**config.mk**
```make
export PLATFORM = sky130hd
export DESIGN_NAME = rv_pipe
export DESIGN_NICKNAME = d
export VERILOG_FILES = /design/src/logic/rv_pipe_pkg.sv /design/src/logic/rv_pipe.sv /design/src/logic/rv_mem_wb.sv /design/src/logic/rv_execute.sv /design/src/logic/rv_hazard.sv /design/src/logic/rv_decode.sv /design/src/logic/rv_fetch.sv
export SDC_FILE = /design/constraint.sdc
export NUM_CORES = 2
export LEC_CHECK = 0
export BUFFER_PORTS_ARGS = -buffer_cell sky130_fd_sc_hd__buf_2
export CORE_ASPECT_RATIO = 0.6
export CORE_UTILIZATION = 30
export DETAILED_ROUTE_END_ITERATION = 8
export PLACE_DENSITY = 0.43
export SYNTH_ARGS = -nofsm -noshare
export SYNTH_HDL_FRONTEND = slang
export SYNTH_SLANG_ARGS = --single-unit
```
**constraint.sdc**
```tcl
create_clock -name clk -period 15.4 [get_ports clk]
set_input_delay 0.77 -clock clk [delete_from_list [all_inputs] [get_ports clk]]
set_output_delay 0.77 -clock clk [all_outputs]
set_load 0.05 [all_outputs]
```
**src/logic/rv_pipe_pkg.sv**
```systemverilog
// widths, opcodes, ALU codes, forwarding codes and the instruction union
package rv_pipe_pkg;

	localparam int xlen           = 32;
	localparam int reg_addr_width = 5;

	// --------------------------------------------------------------------------
	// opcodes of the supported subset
	// --------------------------------------------------------------------------
	localparam logic [6:0] op_rtype  = 7'b0110011;
	localparam logic [6:0] op_itype  = 7'b0010011;
	localparam logic [6:0] op_load   = 7'b0000011;
	localparam logic [6:0] op_store  = 7'b0100011;
	localparam logic [6:0] op_branch = 7'b1100011;
	localparam logic [6:0] op_jal    = 7'b1101111;

	typedef enum logic [3:0] {
		alu_add = 4'd0,
		alu_sub = 4'd1,
		alu_and = 4'd2,
		alu_or  = 4'd3,
		alu_slt = 4'd4
	} alu_op_t;

	// operand source in decode, nearest producer first
	localparam logic [1:0] fwd_rf  = 2'b00;
	localparam logic [1:0] fwd_mem = 2'b01;
	localparam logic [1:0] fwd_ex  = 2'b10;
	localparam logic [1:0] fwd_wb  = 2'b11;

	// --------------------------------------------------------------------------
	// one word, read as register format or as store/branch format
	// --------------------------------------------------------------------------
	typedef union packed {
		struct packed {
			logic [6:0]                funct7;
			logic [reg_addr_width-1:0] rs2;
			logic [reg_addr_width-1:0] rs1;
			logic [2:0]                funct3;
			logic [reg_addr_width-1:0] rd;
			logic [6:0]                opcode;
		} rfmt;
		struct packed {
			logic [6:0]                imm_hi;
			logic [reg_addr_width-1:0] rs2;
			logic [reg_addr_width-1:0] rs1;
			logic [2:0]                funct3;
			logic [4:0]                imm_lo;
			logic [6:0]                opcode;
		} sfmt;
	} instr_t;

endpackage
```
**src/logic/rv_pipe.sv**
```systemverilog
// top level of the five-stage core, stage wiring and global stall
`timescale 1ns/1ps

module rv_pipe
	import rv_pipe_pkg::*;
#(
	parameter int pc_width = 9
) (
	input  logic                clk,
	input  logic                rst_n,
	output logic [pc_width-3:0] imem_addr,
	input  logic [xlen-1:0]     imem_rdata,
	input  logic                imem_stall,
	output logic                dmem_read,
	output logic                dmem_write,
	output logic [xlen-3:0]     dmem_addr,
	output logic [xlen-1:0]     dmem_wdata,
	input  logic [xlen-1:0]     dmem_rdata,
	input  logic                dmem_stall
);

	logic stall;
	// hazard
	logic bubble;
	logic pc_hold;
	logic flush_if;
	logic [1:0] fwd_a;
	logic [1:0] fwd_b;
	// fetch and decode
	instr_t id_instr;
	logic [pc_width-1:0] id_pc;
	logic jump_taken;
	logic [pc_width-1:0] jump_target;
	logic [reg_addr_width-1:0] rs1;
	logic [reg_addr_width-1:0] rs2;
	// ID/EX
	alu_op_t ex_alu_op;
	logic ex_alusrc;
	logic ex_memread;
	logic ex_memwrite;
	logic ex_memtoreg;
	logic ex_regwrite;
	logic ex_jal;
	logic ex_branch;
	logic ex_bne;
	logic [xlen-1:0] ex_rs1_data;
	logic [xlen-1:0] ex_rs2_data;
	logic [xlen-1:0] ex_imm;
	logic [reg_addr_width-1:0] ex_rd;
	logic [pc_width-1:0] ex_pc_plus4;
	logic [pc_width-1:0] ex_branch_target;
	logic [xlen-1:0] ex_result;
	logic branch_taken;
	logic [pc_width-1:0] branch_target;
	// EX/MEM
	logic mem_memread;
	logic mem_memwrite;
	logic mem_memtoreg;
	logic mem_regwrite;
	logic mem_link;
	logic [xlen-1:0] mem_alu_result;
	logic [xlen-1:0] mem_store_data;
	logic [reg_addr_width-1:0] mem_rd;
	logic [xlen-1:0] mem_pc_plus4;
	logic [xlen-1:0] mem_fwd_data;
	// MEM/WB
	logic wb_regwrite;
	logic [reg_addr_width-1:0] wb_rd;
	logic [xlen-1:0] wb_data;

	// either port waiting freezes the whole pipe
	assign stall = imem_stall | dmem_stall;

	rv_fetch #(.pc_width(pc_width)) fetch0 (
		.clk, .rst_n, .stall, .pc_hold, .flush_if,
		.jump_taken, .jump_target, .branch_taken, .branch_target,
		.imem_addr, .imem_rdata, .id_instr, .id_pc
	);

	rv_decode #(.pc_width(pc_width)) decode0 (
		.clk, .rst_n, .stall, .bubble, .fwd_a, .fwd_b, .id_instr, .id_pc,
		.wb_regwrite, .wb_rd, .wb_data, .mem_fwd_data, .ex_result,
		.jump_taken, .jump_target, .rs1, .rs2,
		.ex_alu_op, .ex_alusrc, .ex_memread, .ex_memwrite, .ex_memtoreg, .ex_regwrite,
		.ex_jal, .ex_branch, .ex_bne, .ex_rs1_data, .ex_rs2_data, .ex_imm, .ex_rd,
		.ex_pc_plus4, .ex_branch_target
	);

	rv_hazard hazard0 (
		.rs1, .rs2, .id_opcode(id_instr.rfmt.opcode),
		.ex_rd, .ex_memread, .ex_regwrite, .mem_rd, .mem_regwrite, .wb_rd, .wb_regwrite,
		.jump_taken, .branch_taken, .bubble, .pc_hold, .flush_if, .fwd_a, .fwd_b
	);

	rv_execute #(.pc_width(pc_width)) execute0 (
		.clk, .rst_n, .stall,
		.ex_alu_op, .ex_alusrc, .ex_memread, .ex_memwrite, .ex_memtoreg, .ex_regwrite,
		.ex_jal, .ex_branch, .ex_bne, .ex_rs1_data, .ex_rs2_data, .ex_imm, .ex_rd,
		.ex_pc_plus4, .ex_branch_target, .ex_result, .branch_taken, .branch_target,
		.mem_memread, .mem_memwrite, .mem_memtoreg, .mem_regwrite, .mem_link,
		.mem_alu_result, .mem_store_data, .mem_rd, .mem_pc_plus4
	);

	rv_mem_wb mem_wb0 (
		.clk, .rst_n, .stall,
		.mem_memread, .mem_memwrite, .mem_memtoreg, .mem_regwrite, .mem_link,
		.mem_alu_result, .mem_store_data, .mem_rd, .mem_pc_plus4, .dmem_rdata,
		.dmem_read, .dmem_write, .dmem_addr, .dmem_wdata, .mem_fwd_data,
		.wb_regwrite, .wb_rd, .wb_data
	);

endmodule

```
**src/logic/rv_mem_wb.sv**
```systemverilog
// data port drive, MEM/WB register and write-back select
`timescale 1ns/1ps

module rv_mem_wb
	import rv_pipe_pkg::*;
(
	input  logic                      clk,
	input  logic                      rst_n,
	input  logic                      stall,
	input  logic                      mem_memread,
	input  logic                      mem_memwrite,
	input  logic                      mem_memtoreg,
	input  logic                      mem_regwrite,
	input  logic                      mem_link,
	input  logic [xlen-1:0]           mem_alu_result,
	input  logic [xlen-1:0]           mem_store_data,
	input  logic [reg_addr_width-1:0] mem_rd,
	input  logic [xlen-1:0]           mem_pc_plus4,
	input  logic [xlen-1:0]           dmem_rdata,
	output logic                      dmem_read,
	output logic                      dmem_write,
	output logic [xlen-3:0]           dmem_addr,
	output logic [xlen-1:0]           dmem_wdata,
	output logic [xlen-1:0]           mem_fwd_data,
	output logic                      wb_regwrite,
	output logic [reg_addr_width-1:0] wb_rd,
	output logic [xlen-1:0]           wb_data
);

	logic wb_link;
	logic [xlen-1:0] wb_value;
	logic [xlen-1:0] wb_pc_plus4;

	// request straight from EX/MEM, stable while frozen
	assign dmem_read  = mem_memread;
	assign dmem_write = mem_memwrite;
	assign dmem_addr  = mem_alu_result[xlen-1:2];
	assign dmem_wdata = mem_store_data;

	// load data arrives in the same cycle
	assign mem_fwd_data = mem_memread ? dmem_rdata : (mem_link ? mem_pc_plus4 : mem_alu_result);

	always_ff @(posedge clk) begin
		if (!rst_n) begin
			wb_regwrite <= 1'b0;
			wb_link     <= 1'b0;
		end else if (!stall) begin
			wb_regwrite <= mem_regwrite;
			wb_link     <= mem_link;
		end
	end

	always_ff @(posedge clk) begin
		if (!stall) begin
			wb_rd       <= mem_rd;
			wb_value    <= mem_memtoreg ? dmem_rdata : mem_alu_result;
			wb_pc_plus4 <= mem_pc_plus4;
		end
	end

	assign wb_data = wb_link ? wb_pc_plus4 : wb_value;

endmodule

```
**src/logic/rv_execute.sv**
```systemverilog
// ALU, operand mux, branch decision and EX/MEM register
`timescale 1ns/1ps

module rv_execute
	import rv_pipe_pkg::*;
#(
	parameter int pc_width = 9
) (
	input  logic                      clk,
	input  logic                      rst_n,
	input  logic                      stall,
	input  alu_op_t                   ex_alu_op,
	input  logic                      ex_alusrc,
	input  logic                      ex_memread,
	input  logic                      ex_memwrite,
	input  logic                      ex_memtoreg,
	input  logic                      ex_regwrite,
	input  logic                      ex_jal,
	input  logic                      ex_branch,
	input  logic                      ex_bne,
	input  logic [xlen-1:0]           ex_rs1_data,
	input  logic [xlen-1:0]           ex_rs2_data,
	input  logic [xlen-1:0]           ex_imm,
	input  logic [reg_addr_width-1:0] ex_rd,
	input  logic [pc_width-1:0]       ex_pc_plus4,
	input  logic [pc_width-1:0]       ex_branch_target,
	output logic [xlen-1:0]           ex_result,
	output logic                      branch_taken,
	output logic [pc_width-1:0]       branch_target,
	output logic                      mem_memread,
	output logic                      mem_memwrite,
	output logic                      mem_memtoreg,
	output logic                      mem_regwrite,
	output logic                      mem_link,
	output logic [xlen-1:0]           mem_alu_result,
	output logic [xlen-1:0]           mem_store_data,
	output logic [reg_addr_width-1:0] mem_rd,
	output logic [xlen-1:0]           mem_pc_plus4
);

	logic [xlen-1:0] src_b;
	logic [xlen-1:0] alu_out;
	logic [xlen-1:0] link_value;
	logic zero;

	assign src_b = ex_alusrc ? ex_imm : ex_rs2_data;

	always_comb begin
		case (ex_alu_op)
			alu_sub: alu_out = ex_rs1_data - src_b;
			alu_and: alu_out = ex_rs1_data & src_b;
			alu_or:  alu_out = ex_rs1_data | src_b;
			alu_slt: alu_out = xlen'($signed(ex_rs1_data) < $signed(src_b));
			default: alu_out = ex_rs1_data + src_b;
		endcase
	end

	assign zero = (alu_out == '0);

	// beq wants zero, bne wants not zero
	assign branch_taken  = ex_branch & (zero != ex_bne);
	assign branch_target = ex_branch_target;

	assign link_value = {{(xlen-pc_width){1'b0}}, ex_pc_plus4};
	// jal target may read the link register right away
	assign ex_result  = ex_jal ? link_value : alu_out;

	// --------------------------------------------------------------------------
	// EX/MEM register
	// --------------------------------------------------------------------------
	always_ff @(posedge clk) begin
		if (!rst_n) begin
			mem_memread  <= 1'b0;
			mem_memwrite <= 1'b0;
			mem_memtoreg <= 1'b0;
			mem_regwrite <= 1'b0;
			mem_link     <= 1'b0;
		end else if (!stall) begin
			mem_memread  <= ex_memread;
			mem_memwrite <= ex_memwrite;
			mem_memtoreg <= ex_memtoreg;
			mem_regwrite <= ex_regwrite;
			mem_link     <= ex_jal;
		end
	end

	always_ff @(posedge clk) begin
		if (!stall) begin
			mem_alu_result <= alu_out;
			mem_store_data <= ex_rs2_data;
			mem_rd         <= ex_rd;
			mem_pc_plus4   <= link_value;
		end
	end

endmodule

```
**src/logic/rv_hazard.sv**
```systemverilog
// load-use interlock, flush generation and forwarding source choice
`timescale 1ns/1ps

module rv_hazard
	import rv_pipe_pkg::*;
(
	input  logic [reg_addr_width-1:0] rs1,
	input  logic [reg_addr_width-1:0] rs2,
	input  logic [6:0]                id_opcode,
	input  logic [reg_addr_width-1:0] ex_rd,
	input  logic                      ex_memread,
	input  logic                      ex_regwrite,
	input  logic [reg_addr_width-1:0] mem_rd,
	input  logic                      mem_regwrite,
	input  logic [reg_addr_width-1:0] wb_rd,
	input  logic                      wb_regwrite,
	input  logic                      jump_taken,
	input  logic                      branch_taken,
	output logic                      bubble,
	output logic                      pc_hold,
	output logic                      flush_if,
	output logic [1:0]                fwd_a,
	output logic [1:0]                fwd_b
);

	logic uses_rs1;
	logic uses_rs2;
	logic load_use;

	// nearest producer wins, x0 is never forwarded
	function automatic logic [1:0] source(input logic [reg_addr_width-1:0] rs);
		if (rs == '0)
			return fwd_rf;
		if (ex_regwrite && ex_rd == rs)
			return fwd_ex;
		if (mem_regwrite && mem_rd == rs)
			return fwd_mem;
		if (wb_regwrite && wb_rd == rs)
			return fwd_wb;
		return fwd_rf;
	endfunction

	// rs fields of other formats hold immediate bits
	assign uses_rs1 = id_opcode inside {op_rtype, op_itype, op_load, op_store, op_branch};
	assign uses_rs2 = id_opcode inside {op_rtype, op_store, op_branch};

	assign load_use = ex_memread && ex_rd != '0 &&
			((uses_rs1 && ex_rd == rs1) || (uses_rs2 && ex_rd == rs2));

	always_comb begin
		fwd_a = source(rs1);
		fwd_b = source(rs2);
	end

	assign pc_hold  = load_use;
	// a taken branch also kills the instruction sitting in decode
	assign bubble   = load_use | branch_taken;
	assign flush_if = jump_taken | branch_taken;

endmodule

```
**src/logic/rv_decode.sv**
```systemverilog
// register file, main and ALU-control decode, immediates, operand forwarding, ID/EX register
`timescale 1ns/1ps

module rv_decode
	import rv_pipe_pkg::*;
#(
	parameter int pc_width = 9
) (
	input  logic                      clk,
	input  logic                      rst_n,
	input  logic                      stall,
	input  logic                      bubble,
	input  logic [1:0]                fwd_a,
	input  logic [1:0]                fwd_b,
	input  instr_t                    id_instr,
	input  logic [pc_width-1:0]       id_pc,
	input  logic                      wb_regwrite,
	input  logic [reg_addr_width-1:0] wb_rd,
	input  logic [xlen-1:0]           wb_data,
	input  logic [xlen-1:0]           mem_fwd_data,
	input  logic [xlen-1:0]           ex_result,
	output logic                      jump_taken,
	output logic [pc_width-1:0]       jump_target,
	output logic [reg_addr_width-1:0] rs1,
	output logic [reg_addr_width-1:0] rs2,
	output alu_op_t                   ex_alu_op,
	output logic                      ex_alusrc,
	output logic                      ex_memread,
	output logic                      ex_memwrite,
	output logic                      ex_memtoreg,
	output logic                      ex_regwrite,
	output logic                      ex_jal,
	output logic                      ex_branch,
	output logic                      ex_bne,
	output logic [xlen-1:0]           ex_rs1_data,
	output logic [xlen-1:0]           ex_rs2_data,
	output logic [xlen-1:0]           ex_imm,
	output logic [reg_addr_width-1:0] ex_rd,
	output logic [pc_width-1:0]       ex_pc_plus4,
	output logic [pc_width-1:0]       ex_branch_target
);

	logic [xlen-1:0] regs [0:31];
	logic [xlen-1:0] rf_a;
	logic [xlen-1:0] rf_b;
	logic [xlen-1:0] imm;
	logic [xlen-1:0] imm_i;
	logic [xlen-1:0] imm_s;
	logic [xlen-1:0] imm_b;
	logic [xlen-1:0] imm_j;
	logic [pc_width-1:0] pc_plus_imm;
	alu_op_t alu_op;
	alu_op_t func_op;
	logic alusrc;
	logic memread;
	logic memwrite;
	logic memtoreg;
	logic regwrite;
	logic is_jal;
	logic is_branch;

	function automatic logic [xlen-1:0] pick(input logic [1:0] sel, input logic [xlen-1:0] rf_val,
			input logic [xlen-1:0] mem_val, input logic [xlen-1:0] ex_val,
			input logic [xlen-1:0] wb_val);
		case (sel)
			fwd_mem: return mem_val;
			fwd_ex:  return ex_val;
			// value being written at this edge
			fwd_wb:  return wb_val;
			default: return rf_val;
		endcase
	endfunction

	// --------------------------------------------------------------------------
	// register file, x0 reads zero
	// --------------------------------------------------------------------------
	assign rs1 = id_instr.rfmt.rs1;
	assign rs2 = id_instr.rfmt.rs2;
	assign rf_a = (rs1 == '0) ? '0 : regs[rs1];
	assign rf_b = (rs2 == '0) ? '0 : regs[rs2];

	always_ff @(posedge clk) begin
		if (!stall && wb_regwrite && wb_rd != '0)
			regs[wb_rd] <= wb_data;
	end

	// --------------------------------------------------------------------------
	// immediates and decode
	// --------------------------------------------------------------------------
	assign imm_i = {{(xlen-12){id_instr.rfmt.funct7[6]}}, id_instr.rfmt.funct7, id_instr.rfmt.rs2};
	assign imm_s = {{(xlen-12){id_instr.sfmt.imm_hi[6]}}, id_instr.sfmt.imm_hi,
			id_instr.sfmt.imm_lo};
	assign imm_b = {{(xlen-12){id_instr.sfmt.imm_hi[6]}}, id_instr.sfmt.imm_lo[0],
			id_instr.sfmt.imm_hi[5:0], id_instr.sfmt.imm_lo[4:1], 1'b0};
	// J format scattered over the register fields
	assign imm_j = {{(xlen-20){id_instr.rfmt.funct7[6]}}, id_instr.rfmt.rs1, id_instr.rfmt.funct3,
			id_instr.rfmt.rs2[0], id_instr.rfmt.funct7[5:0], id_instr.rfmt.rs2[4:1], 1'b0};

	always_comb begin
		case (id_instr.rfmt.funct3)
			3'b111:  func_op = alu_and;
			3'b110:  func_op = alu_or;
			3'b010:  func_op = alu_slt;
			default: begin
				if (id_instr.rfmt.opcode == op_rtype && id_instr.rfmt.funct7[5])
					func_op = alu_sub;
				else
					func_op = alu_add;
			end
		endcase
	end

	always_comb begin
		alu_op    = alu_add;
		alusrc    = 1'b0;
		memread   = 1'b0;
		memwrite  = 1'b0;
		memtoreg  = 1'b0;
		regwrite  = 1'b0;
		is_jal    = 1'b0;
		is_branch = 1'b0;
		imm       = imm_i;
		case (id_instr.rfmt.opcode)
			op_rtype: begin
				alu_op   = func_op;
				regwrite = 1'b1;
			end
			op_itype: begin
				alu_op   = func_op;
				alusrc   = 1'b1;
				regwrite = 1'b1;
			end
			op_load: begin
				alusrc   = 1'b1;
				memread  = 1'b1;
				memtoreg = 1'b1;
				regwrite = 1'b1;
			end
			op_store: begin
				alusrc   = 1'b1;
				memwrite = 1'b1;
				imm      = imm_s;
			end
			op_branch: begin
				alu_op    = alu_sub;
				is_branch = 1'b1;
				imm       = imm_b;
			end
			op_jal: begin
				is_jal   = 1'b1;
				regwrite = 1'b1;
				imm      = imm_j;
			end
			default: ;
		endcase
	end

	// shared adder for the jal target and the branch target
	assign pc_plus_imm = id_pc + imm[pc_width-1:0];
	assign jump_taken  = is_jal;
	assign jump_target = pc_plus_imm;

	// --------------------------------------------------------------------------
	// ID/EX register
	// --------------------------------------------------------------------------
	always_ff @(posedge clk) begin
		if (!rst_n) begin
			ex_alu_op   <= alu_add;
			ex_alusrc   <= 1'b0;
			ex_memread  <= 1'b0;
			ex_memwrite <= 1'b0;
			ex_memtoreg <= 1'b0;
			ex_regwrite <= 1'b0;
			ex_jal      <= 1'b0;
			ex_branch   <= 1'b0;
			ex_bne      <= 1'b0;
		end else if (!stall) begin
			ex_alu_op   <= bubble ? alu_add : alu_op;
			ex_alusrc   <= alusrc & ~bubble;
			ex_memread  <= memread & ~bubble;
			ex_memwrite <= memwrite & ~bubble;
			ex_memtoreg <= memtoreg & ~bubble;
			ex_regwrite <= regwrite & ~bubble;
			ex_jal      <= is_jal & ~bubble;
			ex_branch   <= is_branch & ~bubble;
			ex_bne      <= id_instr.rfmt.funct3[0] & ~bubble;
		end
	end

	always_ff @(posedge clk) begin
		if (!stall) begin
			ex_rs1_data      <= pick(fwd_a, rf_a, mem_fwd_data, ex_result, wb_data);
			ex_rs2_data      <= pick(fwd_b, rf_b, mem_fwd_data, ex_result, wb_data);
			ex_imm           <= imm;
			ex_rd            <= id_instr.rfmt.rd;
			ex_pc_plus4      <= id_pc + pc_width'(4);
			ex_branch_target <= pc_plus_imm;
		end
	end

endmodule

```
**src/logic/rv_fetch.sv**
```systemverilog
// program counter, next-PC choice and IF/ID register
`timescale 1ns/1ps

module rv_fetch
	import rv_pipe_pkg::*;
#(
	parameter int pc_width = 9
) (
	input  logic                clk,
	input  logic                rst_n,
	input  logic                stall,
	input  logic                pc_hold,
	input  logic                flush_if,
	input  logic                jump_taken,
	input  logic [pc_width-1:0] jump_target,
	input  logic                branch_taken,
	input  logic [pc_width-1:0] branch_target,
	output logic [pc_width-3:0] imem_addr,
	input  logic [xlen-1:0]     imem_rdata,
	output instr_t              id_instr,
	output logic [pc_width-1:0] id_pc
);

	logic [pc_width-1:0] pc;
	logic [pc_width-1:0] pc_next;

	assign imem_addr = pc[pc_width-1:2];

	// branch in EX is older than a jal in ID, so it wins
	always_comb begin
		if (branch_taken)
			pc_next = branch_target;
		else if (jump_taken)
			pc_next = jump_target;
		else if (pc_hold)
			pc_next = pc;
		else
			pc_next = pc + pc_width'(4);
	end

	always_ff @(posedge clk) begin
		if (!rst_n)
			pc <= '0;
		else if (!stall)
			pc <= pc_next;
	end

	// IF/ID, a cleared word decodes as a nop
	always_ff @(posedge clk) begin
		if (!rst_n) begin
			id_instr <= '0;
		end else if (!stall) begin
			if (flush_if)
				id_instr <= '0;
			else if (!pc_hold)
				id_instr <= imem_rdata;
		end
	end

	always_ff @(posedge clk) begin
		if (!stall && !pc_hold)
			id_pc <= pc;
	end

endmodule

```
Yosys cells after proc, flatten, opt, wreduce, memory -nomap -nowiden
Memories as Yosys holds them, arrays and structs flattened. A register that Yosys moved wholly into a read port is not among the register bits.
Index checks and enable logic that the tools add are counted.
Widths: inputs -> output; s select.
{"block": "classes", "n_addsub": 5, "n_lt_le_gt_ge": 1, "eq_ne": 28, "n_mux": 69, "bitwise": 15, "reduce_logical": 29}
{"cell": "$mux 32", "n": 10}
{"cell": "$pmux 32 s3", "n": 2}
{"cell": "$pmux 32 s4", "n": 1}
{"cell": "$pmux 20 s3", "n": 1}
{"cell": "$add 32x32->32", "n": 1}
{"cell": "$and 32x32->32", "n": 1}
{"cell": "$logic_not 32->1", "n": 1}
{"cell": "$lt 32x32->1", "n": 1}
{"cell": "$mux 2", "n": 16}
{"cell": "$or 32x32->32", "n": 1}
{"cell": "$sub 32x32->32", "n": 1}
{"cell": "$eq 5x5->1", "n": 6}
{"cell": "$mux 1", "n": 29}
{"cell": "$mux 9", "n": 3}
{"cell": "$mux 5", "n": 4}
{"cell": "$add 9x3->9 const B", "n": 2}
{"cell": "$reduce_bool 5->1", "n": 3}
{"cell": "$eq 7x6->1 const B", "n": 2}
{"cell": "$eq 7x7->1 const B", "n": 2}
{"cell": "$logic_and 1x1->1", "n": 14}
{"cell": "$pmux 4 s3", "n": 1}
{"cell": "$logic_not 5->1", "n": 2}
{"cell": "$add 9x9->9", "n": 1}
{"cell": "$and 1x1->1", "n": 8}
{"cell": "other kinds (23)", "n": 34}
{"block": "totals", "reg_bits": 299, "mem_bits_rw": 1024, "inputBits": 68, "output_inout_bits": 71, "wordCells": 178, "mem_count": 1}
{"memory": "decode0.regs", "words": 32, "word_bits": 32, "rd": 2, "rd_ports_with_merged_regs": 2, "write_ports": 1, "line": "rv_decode.sv:43", "text": "logic [xlen-1:0] regs [0:31];"}

Depth between registers and ports, before layout
{"block": "depth", "ltp_word": 15, "mapped_depth": 22, "depth_no_buf": 19}

Modules after synthesis
A second synthesis with hierarchy kept.
{"block": "hier_totals", "hier_cells": 4329, "area_unflattened_um2": 69118.8}
{"module": "rv_decode", "instances": 1, "cells_each": 2678, "area_each_um2": 52846.9, "seq_area_each_um2": 34192.8}
{"module": "rv_execute", "instances": 1, "cells_each": 1061, "area_each_um2": 8982.4, "seq_area_each_um2": 2442.3}
{"module": "rv_mem_wb", "instances": 1, "cells_each": 319, "area_each_um2": 4431.8, "seq_area_each_um2": 2112.0}
{"module": "rv_fetch", "instances": 1, "cells_each": 205, "area_each_um2": 2336.0, "seq_area_each_um2": 1091.0}
{"module": "rv_hazard", "instances": 1, "cells_each": 65, "area_each_um2": 515.5, "seq_area_each_um2": 0.0}
{"module": "rv_pipe", "instances": 1, "cells_each": 1, "area_each_um2": 6.3, "seq_area_each_um2": 0.0}

Worst setup path after synthesis
OpenSTA, ideal clock, no wires.
{"block": "synth_path", "path_kind": "input-to-reg", "from": "input port dmem_stall", "to": "memory decode0.regs[31][0] (enable)", "setup_time_ns": 0.421, "arrival_ns": 10.928, "required_time_ns": 14.979, "slack_ns": 4.051, "stages": 6, "n_path_buf": 2, "cell_sequence": "or2_2 -> clkbuf_1 -> inv_1 -> clkbuf_1 -> nand4_1 -> nor2_1"}
{"block": "synth_between", "elab_chain_len": 6}
{"item": "from (decl)", "line": "rv_pipe.sv:19", "text": "input logic dmem_stall"}
{"item": "$or 1x1->1", "line": "rv_pipe.sv:72", "text": "assign stall = imem_stall | dmem_stall;"}
{"item": "$logic_not 1->1"}
{"item": "$logic_and 1x1->1 (2 in a row)", "line": "rv_decode.sv:83", "text": "if (!stall && wb_regwrite && wb_rd != '0)"}
{"item": "$mux 1", "line": "rv_decode.sv:83"}
{"item": "$mux 1 (implied by the code)", "line": "rv_decode.sv:84", "text": "regs[wb_rd] <= wb_data;"}
{"item": "to (decl)", "line": "rv_decode.sv:43"}
Every way passes these cells.

==> reports/qor.yml <==
setup_path:
  worst_setup_path_start_kind: "flip-flop"
  cp-end-kind: "flip-flop"
  path_class: "reg -> reg"
  required_ns: 16.10
  crit_arrival_ns: 8.54
  path_max_fanout: 49
finish:
  finish.utilization_pct: 34.14
  fillers: 20819
  drive_gt1_share_pct: 29.97
  multi_input_area_um2: 25550
  fin_area_um2: 75000
  regArea_um2: 39370
  area_growth_pct: 12.87
  layout.nets: 4223
clocking:
  ctsResizeCount: 0
  htree_levels: 4
  clkLatencyLatePin_ns: 0.81
  cts_setup_buffers: 0
  clk_path_buf_depth: 4
  cts_buffers: 146
  clk_pin_slew_worst_paths_ns: 0.06
  cts_tree: "done"
  root_buffer: "clkbuf_16"
  clock-sinks: 1332
  ctsHoldBuffers: 0
sta:
  period_needed_ns: 7.846
  fmax_mhz: 127.5
  post-route-period-util_pct: 50.95
  fin_worst_skew_ns: 0.05656
  maxSlewHeadroom_pct: 12.98
  finalSetupTns_ns: 0
  finalSetupViolCount: 0
  slew_viol_final: 0
  rsz0062_at_grt: "false"
  fin_ws_ns: 7.554
  hold_violations: 0
  worst_pin_slew_ns: 1.269
global_routing:
  gr-usage-all-layers_pct: 20.96
  grt_antenna_before_repair: 13
  grt_pass1_vias: 39135
  grt_overflow: 0
  grt_first_pass_wirelength_um: 327500
  grt_max_degree: 76
synthesis:
  synth_cell_types: 84
  syn_area_per_cell_um2: 16.80
  synthCells: 3956
  synth_edf_count: 1265
  synth_top_area_share_pct: 57.17
  yosysWarnings: 0
  synth.cell_area_um2: 66450
  synthArstFlopShare_pct: 0
  seq_area_frac_synth_pct: 59.19
  yosys.area.top_type: "edfxtp_1"
  ys.flop_type: "edfxtp_1"
  synthTopCellsByArea: "edfxtp_1 (57%), mux4_2 (22%), ha_1 (2.0%), dfxtp_1 (2.0%), mux2_2 (1.4%)"
  synth_seq_cells: 1332
power:
  p_per_area_nw_per_um2: 112.5
  leakage_nw: 23.39
  totalPowerFinal_mw: 8.439
  ir_drop_mv: 0.06280
route:
  ant_nets: 0
  firstDrtPassIters: 6
  wirelength_um: 238200
  drt_drc_violations_left: 0
  wl_per_cell_um: 33.78
  viasPerCell: 5.732
  drt_first_iter_violations: 4954
  via_count: 40421
die:
  initial_core_util_pct: 30.25
  die_w_um: 609.6
  fp.dieH_um: 366.5
  dieArea_um2: 223400
  placementRows: 133
  ios: 139
  core-area_um2: 219700
place:
  post-place-ws_ns: 7.603
  place.gp.congestion: 0.9009
  port_buffers: 138
  hpwl_um: 150700
  placement.cell_area_um2: 70590
run_status:
  outcome: "completed"
min_path:
  hp-class: "in -> reg"
run:
  max_cap_viol_count: 0
-- through the flow --
step | hold WS [ns] | cells
finish | 0.1961 | 7052
global route | 0.1662 | 7050
CTS | 0.1419 | 7049
detailed placement | 0.4385 | 6798
global placement | 0.4319 | 6798
floorplan | 0.4087 | 3987
-- layout by cell type (no fill, tap or decap), types with 15 or more instances in the layout --
master	count
o21ai_0	113
xnor2_1	39
o211ai_1	46
mux2i_1	71
clkinv_1	34
nand3_1	42
ha_1	108
a22oi_1	26
nor2b_1	28
a21o_1	24
a221o_1	25
a32o_1	42
nand4_1	18
clkinv_2	21
inv_1	146
and3_1	18
clkbuf_1	28
buf_2	138
a22o_1	25
xor2_1	27
conb_1	32
clkbuf_16	147
nand2_1	156
nor2_4	31
edfxtp_1	1265
nor3_1	33
buf_4	102
o31ai_1	17
mux2_2	81
or3_1	15
dfxtp_1	54
nand2b_1	22
o22ai_1	23
a211oi_1	32
mux4_2	640
a21oi_1	117
nor4_1	16
nor2_1	108
-- state kept, by name (all words and copies together), names as in the netlist, 3 cells and up, named ones only --
name and count:
decode0.ex_pc_plus4 9, decode0.ex_alu_op 3, execute0.mem_alu_result 32, execute0.mem_pc_plus4 9
fetch0.id_pc 9, decode0.ex_rd 5, mem_wb0.wb_value 32, execute0.mem_store_data 32
fetch0.id_instr 32, execute0.mem_rd 5, mem_wb0.wb_rd 5, decode0.ex_branch_target 9
mem_wb0.wb_pc_plus4 9, fetch0.pc 9, decode0.regs 1024, decode0.ex_imm 21
decode0.ex_rs1_data 32, decode0.ex_rs2_data 32
-- final timing paths --
check                           startpoint                endpoint  slack (ns)  cells after the start
setup / recovery         decode0.ex_alusrc               flip-flop        7.55                     18
hold / removal              imem_rdata[12]     fetch0.id_instr[12]        0.20                      2
hold reg to reg   execute0.mem_pc_plus4[6]  mem_wb0.wb_pc_plus4[6]        0.45                      0
setup reg to reg         decode0.ex_alusrc               flip-flop        7.55                     18
-- worst max-delay path, stage by stage, from the launching register on --
cell,delay [ns]
dfxtp_1,0.59
buf_4,0.37
and2_1,0.58
a21oi_1,0.17
ha_1,0.55
or4_1,0.67
or2_1,0.27
nor2_1,0.13
o31ai_1,0.10
a221o_1,0.45
nand4b_1,0.22
or4b_1,0.55
or4_1,0.43
or4_1,0.51
o31a_1,0.31
o21ai_2,0.21
buf_4,0.37
a21o_2,0.92
a32o_1,0.29
-- per-layer routing --
| metal | vias to the layer above | track usage [%] | part of all wire [%] |
|---|---|---|---|
| li1 | 16512 | - | - |
| met1 | 21888 | 32.49 | 47 |
| met2 | 1779 | 29.29 | 42 |
| met3 | 240 | 5.645 | 9.3 |
| met4 | 2 | 3.620 | 1.7 |
| met5 | - | 0 | 0.0034 |
-- kinds of logic after synthesis --
logic type / synth area share [%]
and+or+nand+nor: 3.962
buffers and inverters: 2.994
adders and majority gates: 2.124
DFF: 59.19
other: 0.005644
muxes: 24.13
AOI/OAI and AO/OA: 6.724
xor gates and xnor gates: 0.8700
-- cell type report --
cell class	instances	area share [%]
antenna	3	0.01001
clock buffer	177	5.081
clock inverter	74	0.7907
inverter	148	0.7507
multi-input combinational	2175	34.06
sequential	1332	52.49
tap	2902	4.841
timing repair buffer	241	1.969
-- where the power goes --
group          total [mW]  internal (mW)  switching (mW)  leakage, nW
registers            4.10           4.02          0.0770         12.1
logic               0.939          0.340           0.599         9.16
clock network        3.40           1.91            1.49         2.16
-- Yosys cell counts, drive strengths merged (23+ instances only) --
master  count
nor2b      36
clkbuf    203
nor2      143
nor3       36
dfxtp      67
nand2     156
edfxtp   1265
a22o       25
a21o       25
ha        108
o22ai      23
mux2       81
inv       147
o21ai     118
mux4      640
a21oi     117
nand3      43
a211oi     33
buf       129
o211ai     46
a32o       42
a221o      25
xor2       27
xnor2      39
mux2i      71
a22oi      26
(Power assumes the default switching activity.)
